File: src/hdl/core_defines.svh
`ifndef CORE_DEFINES_SVH
`define CORE_DEFINES_SVH

// datapath
`define XLEN 32

// instruction memory, word addressed
`define IMEM_DEPTH 64
`define IMEM_AW 6

// fetch queue entries
`define FQ_DEPTH 4

// first fetch address
`define RESET_PC 32'h0000_0000

`endif

File: src/hdl/fetch_queue_if.sv
`timescale 1ns/10ps

interface fetch_queue_if #(
    parameter type entry_t = logic [63:0]
);

    logic   push;        // producer strobe
    entry_t push_entry;
    logic   full;        // level from queue
    logic   pop;         // consumer strobe
    entry_t pop_entry;   // head of queue
    logic   empty;
    logic   flush;       // one cycle, from consumer

    modport prod (
        output push, push_entry,
        input  full, flush
    );

    modport buff (
        input  push, push_entry, pop, flush,
        output full, pop_entry, empty
    );

    modport cons (
        output pop, flush,
        input  pop_entry, empty
    );

endinterface

File: src/hdl/fetch_queue.sv
`timescale 1ns/10ps
`include "core_defines.svh"

module fetch_queue #(
    parameter type entry_t = logic [63:0],
    parameter int  DEPTH   = `FQ_DEPTH
) (
    input  logic        clk,
    input  logic        arst_n,
    fetch_queue_if.buff fq
);

    localparam int AW = (DEPTH > 1) ? $clog2(DEPTH) : 1;
    localparam int CW = $clog2(DEPTH + 1);

    entry_t          mem [DEPTH];
    logic [AW-1:0]   wr_ptr;
    logic [AW-1:0]   rd_ptr;
    logic [CW-1:0]   count;
    logic            do_push;
    logic            do_pop;

    assign fq.full  = (count == CW'(DEPTH));
    assign fq.empty = (count == '0);

    // flush takes priority over push
    assign do_push = fq.push & ~fq.full & ~fq.flush;
    assign do_pop  = fq.pop & ~fq.empty;

    assign fq.pop_entry = mem[rd_ptr];

    always_ff @(posedge clk) begin
        if (do_push) begin
            mem[wr_ptr] <= fq.push_entry;
        end
    end

    always_ff @(posedge clk or negedge arst_n) begin
        if (!arst_n) begin
            wr_ptr <= '0;
            rd_ptr <= '0;
            count  <= '0;
        end else if (fq.flush) begin
            wr_ptr <= '0;  // drop everything in flight
            rd_ptr <= '0;
            count  <= '0;
        end else begin
            if (do_push) begin
                wr_ptr <= (wr_ptr == AW'(DEPTH - 1)) ? '0 : wr_ptr + 1'b1;
            end
            if (do_pop) begin
                rd_ptr <= (rd_ptr == AW'(DEPTH - 1)) ? '0 : rd_ptr + 1'b1;
            end
            case ({do_push, do_pop})
                2'b10:   count <= count + 1'b1;
                2'b01:   count <= count - 1'b1;
                default: count <= count;  // none, or push and pop together
            endcase
        end
    end

endmodule

File: src/flat_wrapper.sv
// flat-port wrapper written by rule: the top's interface ports become plain ports
module fetch_queue_flat 
#(
    parameter type entry_t = logic [63:0],
    parameter int  DEPTH   = `FQ_DEPTH
)
  (clk, arst_n, fq_push, fq_push_entry, fq_pop, fq_flush, fq_full, fq_pop_entry, fq_empty);
  fetch_queue_if #(.entry_t(entry_t)) fq_i ();
  input  logic clk;
  input  logic arst_n;
  input wire logic [$bits(fq_i.push)-1:0] fq_push;
  input wire logic [$bits(fq_i.push_entry)-1:0] fq_push_entry;
  input wire logic [$bits(fq_i.pop)-1:0] fq_pop;
  input wire logic [$bits(fq_i.flush)-1:0] fq_flush;
  output wire logic [$bits(fq_i.full)-1:0] fq_full;
  output wire logic [$bits(fq_i.pop_entry)-1:0] fq_pop_entry;
  output wire logic [$bits(fq_i.empty)-1:0] fq_empty;
  assign fq_i.push = fq_push;
  assign fq_i.push_entry = fq_push_entry;
  assign fq_i.pop = fq_pop;
  assign fq_i.flush = fq_flush;
  assign fq_full = fq_i.full;
  assign fq_pop_entry = fq_i.pop_entry;
  assign fq_empty = fq_i.empty;
  fetch_queue #(.entry_t(entry_t), .DEPTH(DEPTH)) u_core (.clk(clk), .arst_n(arst_n), .fq(fq_i));
endmodule
File: config.mk
export PLATFORM = sky130hd
export DESIGN_NAME = fetch_queue_flat
export DESIGN_NICKNAME = d
export VERILOG_FILES = /design/src/hdl/fetch_queue_if.sv /design/src/hdl/fetch_queue.sv /design/src/flat_wrapper.sv
export VERILOG_INCLUDE_DIRS = /design/src /design/src/hdl
export SDC_FILE = /design/constraint.sdc
export NUM_CORES = 1
export LEC_CHECK = 0
export BUFFER_PORTS_ARGS = -buffer_cell sky130_fd_sc_hd__buf_2
export CAP_MARGIN = 15
export CORE_UTILIZATION = 30
export DETAILED_ROUTE_END_ITERATION = 12
export PLACE_DENSITY = 0.59
export SYNTH_ARGS = -nofsm -noshare
export SYNTH_HDL_FRONTEND = slang
export SYNTH_SLANG_ARGS = --single-unit
File: constraint.sdc
create_clock -name clk -period 3.99 [get_ports clk]
set_clock_uncertainty 0.15 [all_clocks]
set_input_delay 0.5985 -clock clk [delete_from_list [all_inputs] [get_ports clk]]
set_output_delay 0.5985 -clock clk [all_outputs]
set_load 0.03 [all_outputs]
**After elaboration in Yosys (flattened, before gate mapping)**

Memory sizes are Yosys's and may differ from the RTL's.
Index checks and enable logic that the tools add are counted.

- Bits in registers: 7
- Bits in writable memories: 256
- Bits of input ports: 69
- Output and inout bits: 66
- Logic and storage cells: 33
- Memories: 1

- $add $sub $neg: 4
- Equal/unequal tests: 5
- Multiplexer cells: 10
- Bitwise logic cells: 6
- Reduce and logical (&&, ||, !) cells: 4

Memory list:

| name | depth | width | rd ports | clocked after Yosys merged registers in | write ports | line | source |
|---|---|---|---|---|---|---|---|
| u_core.mem | 4 | 64 | 1 | 0 | 1 | fetch_queue.sv:16 | `entry_t mem [DEPTH];` |

Operators with widths:

| cell | number |
|---|---|
| 2-bit 2-to-1 mux | 6 |
| 2-bit == test (second input constant) | 3 |
| 3-bit case mux with 2 select lines | 1 |
| 2-bit by 1-bit adder with 2-bit output (second input constant) | 2 |
| 2-bit nonzero test | 2 |
| 3-bit by 1-bit adder with 3-bit output (second input constant) | 1 |
| 1-bit AND | 3 |
| 3-bit == test (second input constant) | 1 |
| 3-bit zero test | 1 |
| 3-bit 2-to-1 mux | 1 |
| 1-bit NOT | 3 |
| 3-bit nonzero test | 1 |
| 3-bit by 1-bit subtractor with 3-bit output (second input constant) | 1 |
| 2-bit by 1-bit == test with 1-bit output (second input constant) | 1 |
| 1-bit 2-to-1 mux | 2 |

**Logic depth before layout (Yosys ltp)**

- Depth after elaboration: 7
- Mapped depth: 9

**Worst setup path after synthesis**

OpenSTA, ideal clock, no wires.

- Path kind: register -> register
- Start point: register u_core.count[0]
- End point: memory u_core.mem[3][0] (netlist name) (enable)
- Library setup time: 0.429 ns
- Data arrival time: 2.678 ns
- Required time: 3.411 ns
- Setup slack: 0.733 ns
- Cell stages (with the launch flop): 6
- Buffers on the path: 1
- Period minus slack after synthesis: 3.257 ns
- Cells stage by stage: dfrtp_1 -> or2_1 -> buf_6 -> nor2_1 -> nor3b_1 -> and2_1

- Longest elaborated chain between the ends: 6

Ends and longest elaborated chain:

| what | line | source |
|---|---|---|
| from (decl) | fetch_queue.sv:19 | `logic [CW-1:0] count;` |
| from (signal assigned) | fetch_queue.sv:55 | `2'b10: count <= count + 1'b1;` |
| from (signal assigned) | fetch_queue.sv:56 | `2'b01: count <= count - 1'b1;` |
| from (signal assigned) | fetch_queue.sv:57 | `default: count <= count;` |
| 3-bit == test | fetch_queue.sv:23 | `assign fq.full = (count == CW'(DEPTH));` |
| via fq_full | flat_wrapper.sv:15 | `output wire logic [$bits(fq_i.full)-1:0] fq_full;` |
| 1-bit NOT | fetch_queue.sv:27 | `assign do_push = fq.push & ~fq.full & ~fq.flush;` |
| 1-bit AND (2 in a row) | fetch_queue.sv:27 |  |
| 1-bit 2-to-1 mux | fetch_queue.sv:33 | `if (do_push) begin` |
| 1-bit 2-to-1 mux (implied by the code) | fetch_queue.sv:34 | `mem[wr_ptr] <= fq.push_entry;` |
| to (decl) | fetch_queue.sv:16 |  |

The timed path passes the listed nets, and every way through them passes these cells.

**Worst setup path after layout**

- Start point: register u_core.rd_ptr[0]
- End point: output port fq_pop_entry[60]

- Longest elaborated chain between the ends: 1

Ends and longest elaborated chain:

| what | line | source |
|---|---|---|
| from (decl) | fetch_queue.sv:18 | `logic [AW-1:0] rd_ptr;` |
| from (signal assigned) | fetch_queue.sv:52 | `rd_ptr <= (rd_ptr == AW'(DEPTH - 1)) ? '0 : rd_ptr + 1'b1;` |
| memory read 4 x 64 bit | - |  |
| to (decl) | flat_wrapper.sv:16 | `output wire logic [$bits(fq_i.pop_entry)-1:0] fq_pop_entry;` |

Every way passes these cells.

==> flow_summary_export.csv <==
group,metric,value,unit
worst_setup_path,worstSetupEndpointType,"output pin",
placed_design,port_buffers,134,
sta,hold_ws,0.1276,ns
worst_setup_path,cp-startpoint,"u_core.rd_ptr[0]$_DFFE_PN0P_",
power_and_ir_drop,vdd.ir_drop.worst,276.8,uV
synth,seq_area_frac_synth,0.8010,
grt,grt_max_degree,67,
grt,antenna_found_initial,3,
worst_setup_path,critPathMaxFanout,38,
cts,cts_max_level,1,
drt,via_per_inst,4.490,
cts,cts_buffers,28,
drt,drtAntennaViolNets,0,
min_path,hold_path_class,"input pin to register",
finish,synthToLayoutAreaGrowth,21.82,%
synth,synth.most_common_cell,"edfxtp_1",
worst_setup_path,critPathMaxStageDelay,0.95,ns
power_and_ir_drop,powerDensity,566.9,nW/um2
cts,cts_resized,0,
sta,fin_crit,3.348,ns
sta,fin_setup_tns,0,ns
power_and_ir_drop,p_sw_frac,0.2430,
finish,nFillCells,2942,
synth,syn_avg_cell_area,24.48,um2
finish,nNetsFinal,625,
power_and_ir_drop,leakage,0.003954,uW
placed_design,dpl.hpwl,10710,um
synth,ys_ff_latch,263,
synth,synth_area,9816,um2
drt,drtIter0Drc,236,
synth,yosysTopAreaCell,"edfxtp_1",
cts,clk_latency,0.53,ns
worst_setup_path,cp_slowest_cell,"dfrtp_4",
floorplanning,rows,65,
synth,synth_edf_count,256,
floorplanning,start_util,0.3079,
floorplanning,die-area,33450,um2
worst_setup_path,worstSetupEndpoint,"fq_pop_entry[60]",
power_and_ir_drop,seq_power_share,0.477,
drt,wire_per_inst,18.30,um
outcome,outcome,"finished clean",
cts,clockRootBuffer,"clkbuf_16",
cts,clk_pin_slew,0.06,ns
power_and_ir_drop,intPower,5132,uW
sta,fin_crit_sh,0.8392,
synth,yosys-top-cells-area,"edfxtp_1, mux4_2, dfrtp_1, ha_1, buf_6",
placed_design,gp_congestion,0.6858,
power_and_ir_drop,combinationalPowerShare,0.128,
sta,finalHoldViolations,0,
worst_setup_path,reg2reg_from,"u_core.count[0]$_DFFE_PN0P_",
synth,synthTopCellsByCount,"edfxtp_1, mux4_2, buf_2",
synth,synthArstFlopShare,0.02662,
floorplanning,die_width,182.9,um
power_and_ir_drop,p_clk_frac,0.395,
drt,vias,4526,
floorplanning,pin_count,135,
synth,netlist.area_leader.share,0.7832,
worst_setup_path,reg2reg_to,"u_core.mem[0][63]$_DFFE_PP_",
drt,post-route-drc-count,0,
floorplanning,die_h,182.9,um
cts,clock_path_buffers,3,
grt,grt_usage,0.1108,
sta,slew_headroom,0.2622,
worst_setup_path,worstSetupPathType,"register to output pin",
worst_setup_path,r2r_slack,1.00,ns
floorplanning,core_area,31880,um2
worst_setup_path,reg2regPathDepth,4,
sta,rsz0062_at_grt,"false",
cts,cts_tree,"done",
grt,overflow,0,
grt,grt_pass1_wl,28130,um
synth,synth-main-ff-cell,"edfxtp_1",
sta,setup_violations,0,
min_path,min_from,"fq_push_entry[6]",
synth,syn-num-nets,476,
sta,max_freq,0.2986,GHz
synth,yosysUniqueCellTypes,35,
synth,synth_cells,401,
power_and_ir_drop,p_sw,1647,uW
job,max-cap-violations,0,
drt,routed_wl,18450,um
worst_setup_path,critPathArrivalTime,2.60,ns
synth,yosysWarnings,0,
worst_setup_path,crit_chain,"buf_12 -> mux4_2 -> buf_2",
min_path,hold_path_depth,1,
worst_setup_path,crit_required,3.24,ns
cts,cts_sinks,263,
power_and_ir_drop,finalPower,6779,uW
drt,firstDrtPassIters,4,
sta,slew_violations,0,
finish,drive_above_1_share,0.4406,
grt,grt_pass1_vias,4968,
sta,tightest_slew,1.107,ns
worst_setup_path,crit_path_start_kind,"register",
==> worst min-delay path by stage <==
stage,end
final,u_core.mem[1][6]$_DFFE_PP_
after CTS,u_core.mem[1][31]$_DFFE_PP_
after global placement,u_core.count[2]$_DFFE_PN0P_
after floorplan,u_core.count[0]$_DFFE_PN0P_
after detailed placement,u_core.count[1]$_DFFE_PN0P_
after global routing,u_core.mem[1][31]$_DFFE_PP_
==> power by group through the flow <==
stage               combinational, uW  sequential [uW]  clock, uW
global placement                  863             3290          0
detailed placement                883             3300          0
finish                            869             3230       2680
floorplan                         693             3220          0
global route                      928             3250       2840
CTS                               886             3240       2750
==> metrics by stage <==
stage	worst slack [ns]	utilization	instance area (um2)	std cells
2_1_floorplan	0.7334	-	9816	401
3_3_place_gp	1.107	0.3443	10980	954
3_5_place_dp	1.091	0.3443	10980	954
4_1_cts	0.4983	0.3750	11960	1007
5_1_grt	0.4151	0.3750	11960	1007
6_report	0.6416	0.3751	11960	1008
==> cell usage in the layout (no fill, tap or decap), types with 2 or more instances in the layout <==
cell type	count
a211oi_1	2
a21oi_1	4
and2_4	4
buf_12	3
buf_2	134
bufinv_16	5
clkbuf_1	3
clkbuf_16	29
clkinv_1	7
clkinv_2	4
clkinv_4	2
dfrtp_1	5
dfrtp_4	2
edfxtp_1	256
ha_1	5
inv_1	4
inv_6	2
mux2i_1	2
mux4_2	64
nand2_1	4
nor2_1	8
nor3_1	2
or3_1	2
==> sequential cells by signal, indices dropped and copies added, names as in the netlist <==
name           count
u_core.count       3
u_core.mem       256
u_core.rd_ptr      2
u_core.wr_ptr      2
==> area by class of cell <==
class,count,area (um2),area share
Antenna cell,1,2.502,0.0002093
Sequential cell,263,7870,0.6582
Tap cell,435,544.3,0.04552
Inverter,5,18.77,0.001570
Clock buffer,32,737.0,0.06163
Timing Repair Buffer,138,740.7,0.06194
Multi-Input combinational cell,114,1813,0.1516
Clock inverter,20,231.5,0.01936
==> routing by layer <==
| layer | GRT usage | up-vias | wire length (um) |
|---|---|---|---|
| met1 | 0.1329 | 2341 | 7617 |
| met4 | 0.03333 | 2 | 418 |
| met3 | 0.03018 | 42 | 1179 |
| li1 | - | 1998 | - |
| met5 | 0 | - | 13 |
| met2 | 0.1942 | 143 | 9219 |
==> logic make-up (layout without fill, tap and decap cells) <==
logic type / count (synthesis) / after routing / share of synthesized area
DFF: 263 / 263 / 0.8010
muxes: 66 / 66 / 0.1489
and+or+nand+nor: 25 / 25 / 0.01288
buffers and inverters: 24 / 195 / 0.01529
AOI/OAI and AO/OA: 15 / 15 / 0.01173
adders and majority gates: 6 / 6 / 0.008413
xor gates and xnor gates: 2 / 2 / 0.001785
other: 0 / 1 / 0
==> worst max-delay path: cells and delay by family, from the launching register on <==
| kind | cells | cell delay [ns] |
|---|---|---|
| buf+inv | 2 | 0.55 |
| mux | 1 | 0.55 |
| flops | 1 | 0.95 |
==> repair_timing <==
action	in CTS	in global routing
setup buffers	0	0
hold buffers	1	0
endpoints found under the hold margin	7	0
(Power assumes the default switching activity.)
