File: src/hdl/core_defines.svh
`ifndef CORE_DEFINES_SVH
`define CORE_DEFINES_SVH

// datapath
`define XLEN 32

// instruction memory, word addressed
`define IMEM_DEPTH 64
`define IMEM_AW 6

// fetch queue entries
`define FQ_DEPTH 4

// first fetch address
`define RESET_PC 32'h0000_0000

`endif

File: src/hdl/core_pkg.sv
`include "core_defines.svh"

package core_pkg;

    // one slot of the fetch queue
    typedef struct packed {
        logic [`XLEN-1:0] pc;
        logic [31:0]      inst;
    } fetch_entry_t;

    // one retired instruction as seen on the retire port
    typedef struct packed {
        logic [`XLEN-1:0] pc;
        logic [31:0]      inst;
        logic             rd_we;
        logic [4:0]       rd;
        logic [`XLEN-1:0] rd_data;
    } retire_t;

endpackage

File: src/hdl/fetch_queue_if.sv
`timescale 1ns/10ps

interface fetch_queue_if #(
    parameter type entry_t = logic [63:0]
);

    logic   push;        // producer strobe
    entry_t push_entry;
    logic   full;        // level from queue
    logic   pop;         // consumer strobe
    entry_t pop_entry;   // head of queue
    logic   empty;
    logic   flush;       // one cycle, from consumer

    modport prod (
        output push, push_entry,
        input  full, flush
    );

    modport buff (
        input  push, push_entry, pop, flush,
        output full, pop_entry, empty
    );

    modport cons (
        output pop, flush,
        input  pop_entry, empty
    );

endinterface

File: src/hdl/fetch_unit.sv
`timescale 1ns/10ps
`include "core_defines.svh"

module fetch_unit (
    input  logic                clk,
    input  logic                arst_n,
    input  logic                run,
    input  logic                imem_we,
    input  logic [`IMEM_AW-1:0] imem_addr,
    input  logic [`XLEN-1:0]    imem_wdata,
    input  logic [`XLEN-1:0]    redirect_pc,
    fetch_queue_if.prod         fq
);

    logic [`XLEN-1:0]     imem [`IMEM_DEPTH];
    logic [`XLEN-1:0]     pc;
    logic [`XLEN-1:0]     pc_next;
    logic [`IMEM_AW-1:0]  fetch_idx;
    core_pkg::fetch_entry_t entry;

    // program load port, only used while run is low
    always_ff @(posedge clk) begin
        if (imem_we) begin
            imem[imem_addr] <= imem_wdata;
        end
    end

    assign fetch_idx = pc[`IMEM_AW+1:2];  // word index

    // combinational read, one word per cycle
    always_comb begin
        entry.pc   = pc;
        entry.inst = imem[fetch_idx];
    end

    assign fq.push       = run & ~fq.full & ~fq.flush;
    assign fq.push_entry = entry;

    // redirect wins over sequential fetch; hold while full
    always_comb begin
        if (fq.flush) begin
            pc_next = redirect_pc;
        end else if (fq.push) begin
            pc_next = pc + `XLEN'd4;
        end else begin
            pc_next = pc;
        end
    end

    always_ff @(posedge clk or negedge arst_n) begin
        if (!arst_n) begin
            pc <= `RESET_PC;
        end else begin
            pc <= pc_next;
        end
    end

endmodule

File: src/flat_wrapper.sv
// flat-port wrapper written by rule: the top's interface ports become plain ports
module fetch_unit_flat 
  (clk, arst_n, run, imem_we, imem_addr, imem_wdata, redirect_pc, fq_push, fq_push_entry, fq_full, fq_flush);
  fetch_queue_if fq_i ();
  input  logic clk;
  input  logic arst_n;
  input  logic run;
  input  logic imem_we;
  input  logic [`IMEM_AW-1:0] imem_addr;
  input  logic [`XLEN-1:0] imem_wdata;
  input  logic [`XLEN-1:0] redirect_pc;
  output wire logic [$bits(fq_i.push)-1:0] fq_push;
  output wire logic [$bits(fq_i.push_entry)-1:0] fq_push_entry;
  input wire logic [$bits(fq_i.full)-1:0] fq_full;
  input wire logic [$bits(fq_i.flush)-1:0] fq_flush;
  assign fq_push = fq_i.push;
  assign fq_push_entry = fq_i.push_entry;
  assign fq_i.full = fq_full;
  assign fq_i.flush = fq_flush;
  fetch_unit u_core (.clk(clk), .arst_n(arst_n), .run(run), .imem_we(imem_we), .imem_addr(imem_addr), .imem_wdata(imem_wdata), .redirect_pc(redirect_pc), .fq(fq_i));
endmodule
File: config.mk
export PLATFORM = sky130hd
export DESIGN_NAME = fetch_unit_flat
export DESIGN_NICKNAME = d
export VERILOG_FILES = /design/src/hdl/core_pkg.sv /design/src/hdl/fetch_queue_if.sv /design/src/hdl/fetch_unit.sv /design/src/flat_wrapper.sv
export VERILOG_INCLUDE_DIRS = /design/src /design/src/hdl
export SDC_FILE = /design/constraint.sdc
export NUM_CORES = 2
export LEC_CHECK = 0
export ABC_AREA = 1
export BUFFER_PORTS_ARGS = -buffer_cell sky130_fd_sc_hd__clkbuf_2
export CAP_MARGIN = 40
export CORE_MARGIN = 1.5
export CORE_UTILIZATION = 57
export CTS_CLUSTER_SIZE = 12
export DETAILED_ROUTE_END_ITERATION = 7
export GPL_TIMING_DRIVEN = 0
export MAX_ROUTING_LAYER = met4
export PLACE_DENSITY = 0.82
export REMOVE_ABC_BUFFERS = 1
export SLEW_MARGIN = 20
export SYNTH_ARGS = -nofsm -noshare
export SYNTH_HDL_FRONTEND = slang
export SYNTH_SLANG_ARGS = --single-unit
export TNS_END_PERCENT = 100
File: constraint.sdc
create_clock -name clk -period 1.8 [get_ports clk]
set_input_delay 0.27 -clock clk [delete_from_list [all_inputs] [get_ports clk]]
set_output_delay 0.27 -clock clk [all_outputs]
set_load 0.02 [all_outputs]
==> results of run 1 <==
==> through the flow <==
stage / std cells / hold WS (ps) / util
after floorplan: 8047 / -25.6 / -
after global placement: 10200 / 399 / 0.583
after detailed placement: 10500 / 407 / 0.617
after CTS: 11000 / -182 / 0.691
==> cell families after synthesis <==
family | Yosys count | synth area share
AND/OR/NAND/NOR | 4583 | 0.209
adder cells (fa/ha/maj) | 1 | 0.000141
buffers and inverters | 1446 | 0.0658
XOR/XNOR | 11 | 0.00109
flip-flops | 2080 | 0.703
AO/OA/AOI/OAI | 363 | 0.0211
==> what timing repair did <==
action,CTS
endpoints found under the setup margin,1495
resized for setup,382
pin swaps,83
endpoints found under the hold margin,247
setup buffers,89
cloned,125
hold buffers,47
==> layer usage <==
layer | GRT overflow | GRT usage
met1 | 0 | 0.558
met2 | 1 | 0.717
met3 | 1 | 0.441
met4 | 1 | 0.495
met5 | - | -
==> Yosys cell counts (7+ instances only) <==
cell type                  count  share of area
sky130_fd_sc_hd__nand2_1    2872           0.12
sky130_fd_sc_hd__edfxtp_1   2048           0.69
sky130_fd_sc_hd__inv_1      1003          0.042
sky130_fd_sc_hd__nand3_1     955          0.054
sky130_fd_sc_hd__nor2_1      695          0.029
sky130_fd_sc_hd__o21ai_0     266          0.015
sky130_fd_sc_hd__clkbuf_1    170         0.0072
sky130_fd_sc_hd__buf_2       158         0.0089
sky130_fd_sc_hd__a21oi_1      67         0.0038
sky130_fd_sc_hd__buf_1        62         0.0026
sky130_fd_sc_hd__buf_4        40         0.0034
sky130_fd_sc_hd__dfrtp_1      32         0.0090
sky130_fd_sc_hd__or2_2        27         0.0019
sky130_fd_sc_hd__o211ai_1     14         0.0012
sky130_fd_sc_hd__nand4_1      10        0.00071
sky130_fd_sc_hd__o21ai_1       9        0.00051
sky130_fd_sc_hd__xor2_1        9        0.00089
sky130_fd_sc_hd__nor4_1        8        0.00056
sky130_fd_sc_hd__buf_6         7        0.00089
==> metrics.yaml, run 1 <==
cts:
  clock-sinks: 2080
  cts.root.buffer_cell: "sky130_fd_sc_hd__clkbuf_16"
  cts-buffers-inserted: 199
  clockBufferDepth: 3
  ctsHtreeMaxLevel: 4
place:
  hpwlAfterDp_um: 149000
  placedInstanceArea_um2: 95100
  finalWeightedCongestion: 0.884
  place_ws_ps: -2670
  buffer_ports.inserted: 140
die:
  width_of_the_die_um: 397
  row_cnt: 144
  floorplan.io_pins: 141
  initial_core_util: 0.575
  die_y_um: 397
logic_synthesis:
  yosysWarningCount: 0
  asyncSetResetFlopFracSynth: 0.0154
  synthesis.area_per_instance_um2: 10.5
  ys_seq_elements: 2080
  mappedNetlistArea_um2: 88700
  synthCells: 8484
  seq_total_area_yosys: 0.703
  synth_ff_type: "sky130_fd_sc_hd__edfxtp_1"
  synth-edff-count: 2048
  synthDistinctLibCells: 34
global_routing:
  grt_remaining_overflow: 3
  grt_max_degree: 111
  grtUsageTotal: 0.571
run_status:
  error_message: "[ERROR GRT-0232] Routing congestion too high. Check the congestion heatmap in the GUI."
  failed_stage: "5_1_grt"
  run_status: "aborted with a tool error"
==> run 2, diff against run 1 <==
--- a/config.mk
+++ b/config.mk
@@ -10,12 +10,10 @@
 export BUFFER_PORTS_ARGS = -buffer_cell sky130_fd_sc_hd__clkbuf_2
 export CAP_MARGIN = 40
 export CORE_MARGIN = 1.5
-export CORE_UTILIZATION = 57
-export CTS_CLUSTER_SIZE = 12
+export CORE_UTILIZATION = 40
 export DETAILED_ROUTE_END_ITERATION = 7
 export GPL_TIMING_DRIVEN = 0
-export MAX_ROUTING_LAYER = met4
-export PLACE_DENSITY = 0.82
+export PLACE_DENSITY_LB_ADDON = 0.15
 export REMOVE_ABC_BUFFERS = 1
 export SLEW_MARGIN = 20
 export SYNTH_ARGS = -nofsm -noshare
==> constraint.sdc (replaced) <==
create_clock -name clk -period 2.35 [get_ports clk]
set_input_delay 0.3525 -clock clk [delete_from_list [all_inputs] [get_ports clk]]
set_output_delay 0.3525 -clock clk [all_outputs]
set_load 0.02 [all_outputs]
==> run 2 against run 1 <==
The flow now finishes, with violations (setup timing). Area after synthesis did not move. Synthesized cell count unchanged.
==> metrics.yaml, run 2 <==
run_status:
  run_status: "finished with violations"
  failed_checks: "setup timing"
logic_synthesis:
  synth_area_leader_cell: "sky130_fd_sc_hd__edfxtp_1"
  ys_seq_elements: 2080
  synthesis.area_per_instance_um2: 10.5
  yosys.cell_count.top_type: "sky130_fd_sc_hd__nand2_1"
  synth.top_cells.by_area: "sky130_fd_sc_hd__edfxtp_1 69%, sky130_fd_sc_hd__nand2_1 12%, sky130_fd_sc_hd__nand3_1 5.4%"
  seq_total_area_yosys: 0.703
  synthDistinctLibCells: 34
  asyncSetResetFlopFracSynth: 0.0154
  synth-edff-count: 2048
  netlist_top_cells_count: "2872 x sky130_fd_sc_hd__nand2_1, 2048 x sky130_fd_sc_hd__edfxtp_1, 1003 x sky130_fd_sc_hd__inv_1"
  yosysWarningCount: 0
  mappedNetlistArea_um2: 88700
  synthCells: 8484
  yosysTopAreaCellShare: 0.694
  synth_ff_type: "sky130_fd_sc_hd__edfxtp_1"
global_routing:
  grt_first_pass_wirelength_um: 429000
  global_route.peak_usage_layer: "met2"
  grtUsageMet3: 0.0321
  grtUsageTotal: 0.268
  grt_max_degree: 86
  number_of_antenna_violations_at_the_first_check_in_global_routing: 22
  met1_usage: 0.362
  grt_remaining_overflow: 0
  via_count_of_the_first_global_routing_pass: 58300
  grtUsageMet2: 0.440
cts:
  clock-sinks: 2080
  cts_tree: "built"
  ctsHtreeMaxLevel: 4
  clk_pin_slew_ps: 60
  cts.root.buffer_cell: "sky130_fd_sc_hd__clkbuf_16"
  cts-buffers-inserted: 215
  clkLatencyLatePin_ps: 840
  clockBufferDepth: 3
cells_and_area:
  area_growth_pct: 24.6
  final_layout_size_suffix_gt1_frac: 0.145
  multiInputGateArea_um2: 22200
  num-nets-final: 9041
  regArea_um2: 62300
  filler_cell_count: 19100
  largest_registers: "u_core.imem x2048, u_core.pc x32"
  largest_reg_flops: 2048
  top_register: "u_core.imem"
  final_common_cell: "sky130_fd_sc_hd__nand2_1"
  commonest_non_fill_non_tap_cells_in_the_layout: "2701 x sky130_fd_sc_hd__nand2_1, 2048 x sky130_fd_sc_hd__edfxtp_1, 951 x sky130_fd_sc_hd__inv_1"
critical_path:
  crit_fanout: 5
  critical_path_buf_inv_count: 10
  end_kind: "output pin"
  setup.worst_path.class: "flop to output pin"
  critical_path_required_ps: 2000
  critical-path-top-delay-family: "buffers and inverters"
  crit_chain: "buf_16 > buf_16 > buf_16 > buf_16 > buf_16 > buf_16 > buf_8 > nand2_2 > nand3_2 > nand2_1 > nand2_1 > nand2_1 > inv_1 > nand2_1 > nand2_1 > nand2_2 > clkinvlp_4 > nand2_4 > buf_8"
  cpMostUsedCell: "sky130_fd_sc_hd__buf_16"
  critPathArrivalTime_ps: 3470
  critPathMaxStageDelay_ps: 520
  cp-start-kind: "flop"
  crit_slowest_cell: "sky130_fd_sc_hd__dfrtp_4"
sta:
  finalClockSkew_ps: 8.45
  fin_worst_hold_slack_ps: 81.8
  worst_slew_pin_slew_ps: 936
  sum_neg_setup_slack_ps: -45360
  slew_headroom: 0.371
  fin_crit_sh: 1.63
  grt_setup_unrepaired: "yes"
  period_needed_ps: 3830
  slew_viol_final: 0
  setup_viol: 46
  final.setup.worst_slack_ps: -1480
  timing_hold_violations_final: 0
  achievable-frequency_mhz: 261
routing:
  routed_wirelength_um: 306000
  wl_per_cell_um: 25.3
  dr.pass1.iters: 6
  iteration_0_drc_count_of_the_detailed_router: 6536
  routed_via_density: 5.20
  postRouteAntennaNets: 0
  route.vias.total: 62900
  detail_route.drc_violations: 0
place:
  hpwlAfterDp_um: 154000
  buffer_ports.inserted: 140
  finalWeightedCongestion: 0.802
  place_ws_ps: -2240
power:
  power_leakage_nw: 44.7
  power_density_nw_per_um2: 811
  vdd.ir_drop.worst_mv: 0.768
  total_power_after_layout_w: 0.0896
die:
  die_y_um: 474
  row_cnt: 172
  fp.coreArea_um2: 220000
  width_of_the_die_um: 474
  dieArea_um2: 224000
  initial_core_util: 0.403
  floorplan.io_pins: 141
min_path:
  hold_path_class: "input port to flop"
flow_run:
  max_cap_violations: 0
-- run 2: through the flow --
stage,cells,instance area [um^2],util
floorplan,8047,86600,-
global placement,11100,91000,0.414
detailed placement,11400,96600,0.439
CTS,12100,110000,0.499
global route,12100,111000,0.502
finish,12100,111000,0.502
-- run 2: what timing repair did --
action	4_1_cts	5_1_grt
setup endpoints to repair	51	54
cloned	127	6
resized for setup	472	173
setup buffers	100	21
pin swaps	131	101
hold buffers	42	0
hold endpoints to repair	67	0
-- run 2: logic make-up (layout without fill, tap and decap cells) --
group / after synthesis / in the layout / synth area share
AND/OR/NAND/NOR: 4583 / 4583 / 0.209
other: 0 / 9 / 0
flip-flops: 2080 / 2080 / 0.703
AO/OA/AOI/OAI: 363 / 363 / 0.0211
XOR/XNOR: 11 / 11 / 0.00109
adder cells (fa/ha/maj): 1 / 1 / 0.000141
buffers and inverters: 1446 / 2096 / 0.0658
-- run 2: cell type report --
| type | instances | share of cell area |
|---|---|---|
| well taps | 2958 | 0.0335 |
| repair buffers | 689 | 0.106 |
| inverters | 1009 | 0.0357 |
| flip-flops and latches | 2080 | 0.564 |
| repair inverters | 11 | 0.00108 |
| multi-input cells | 4958 | 0.201 |
| clock inverters | 105 | 0.00649 |
| diodes | 9 | 0.000204 |
| clock buffers | 282 | 0.0523 |
-- run 2: worst register-to-register path: cells and delay by family, from the launching register on --
kind | cells | cell delay [ps]
fa+ha+maj | 1 | 150
buf+inv | 8 | 790
simple gates | 7 | 780
flops | 1 | 460
-- run 2: final timing paths --
kind | depth (start not counted) | slack (ps) | to | from
setup / recovery | 19 | -1480 | fq_push_entry[23] | u_core.pc[2]
hold reg to reg | 2 | 490 | u_core.pc[0] | u_core.pc[0]
max in group asynchronous | 4 | 490 | u_core.pc[6] | arst_n
min in group asynchronous | 4 | 580 | u_core.pc[20] | arst_n
hold / removal | 6 | 80 | u_core.pc[28] | fq_full
setup reg to reg | 16 | 50 | u_core.pc[24] | u_core.pc[2]
-- run 2: report_power, final --
part	switching [W]	leakage (nW)	total, W	internal (W)
Combinational	0.0101	22.7	0.0162	0.00603
Clock	0.0142	3.16	0.0322	0.0180
Sequential	0.000158	18.8	0.0412	0.0411
-- run 2: layer usage --
layer  wire (um)  up-vias
met5          22        -
met4       12500        4
met3       20600      561
met2      146000     2462
met1      127000    31000
li1            -    28800
Note: power is estimated with default switching activity, not from simulation.
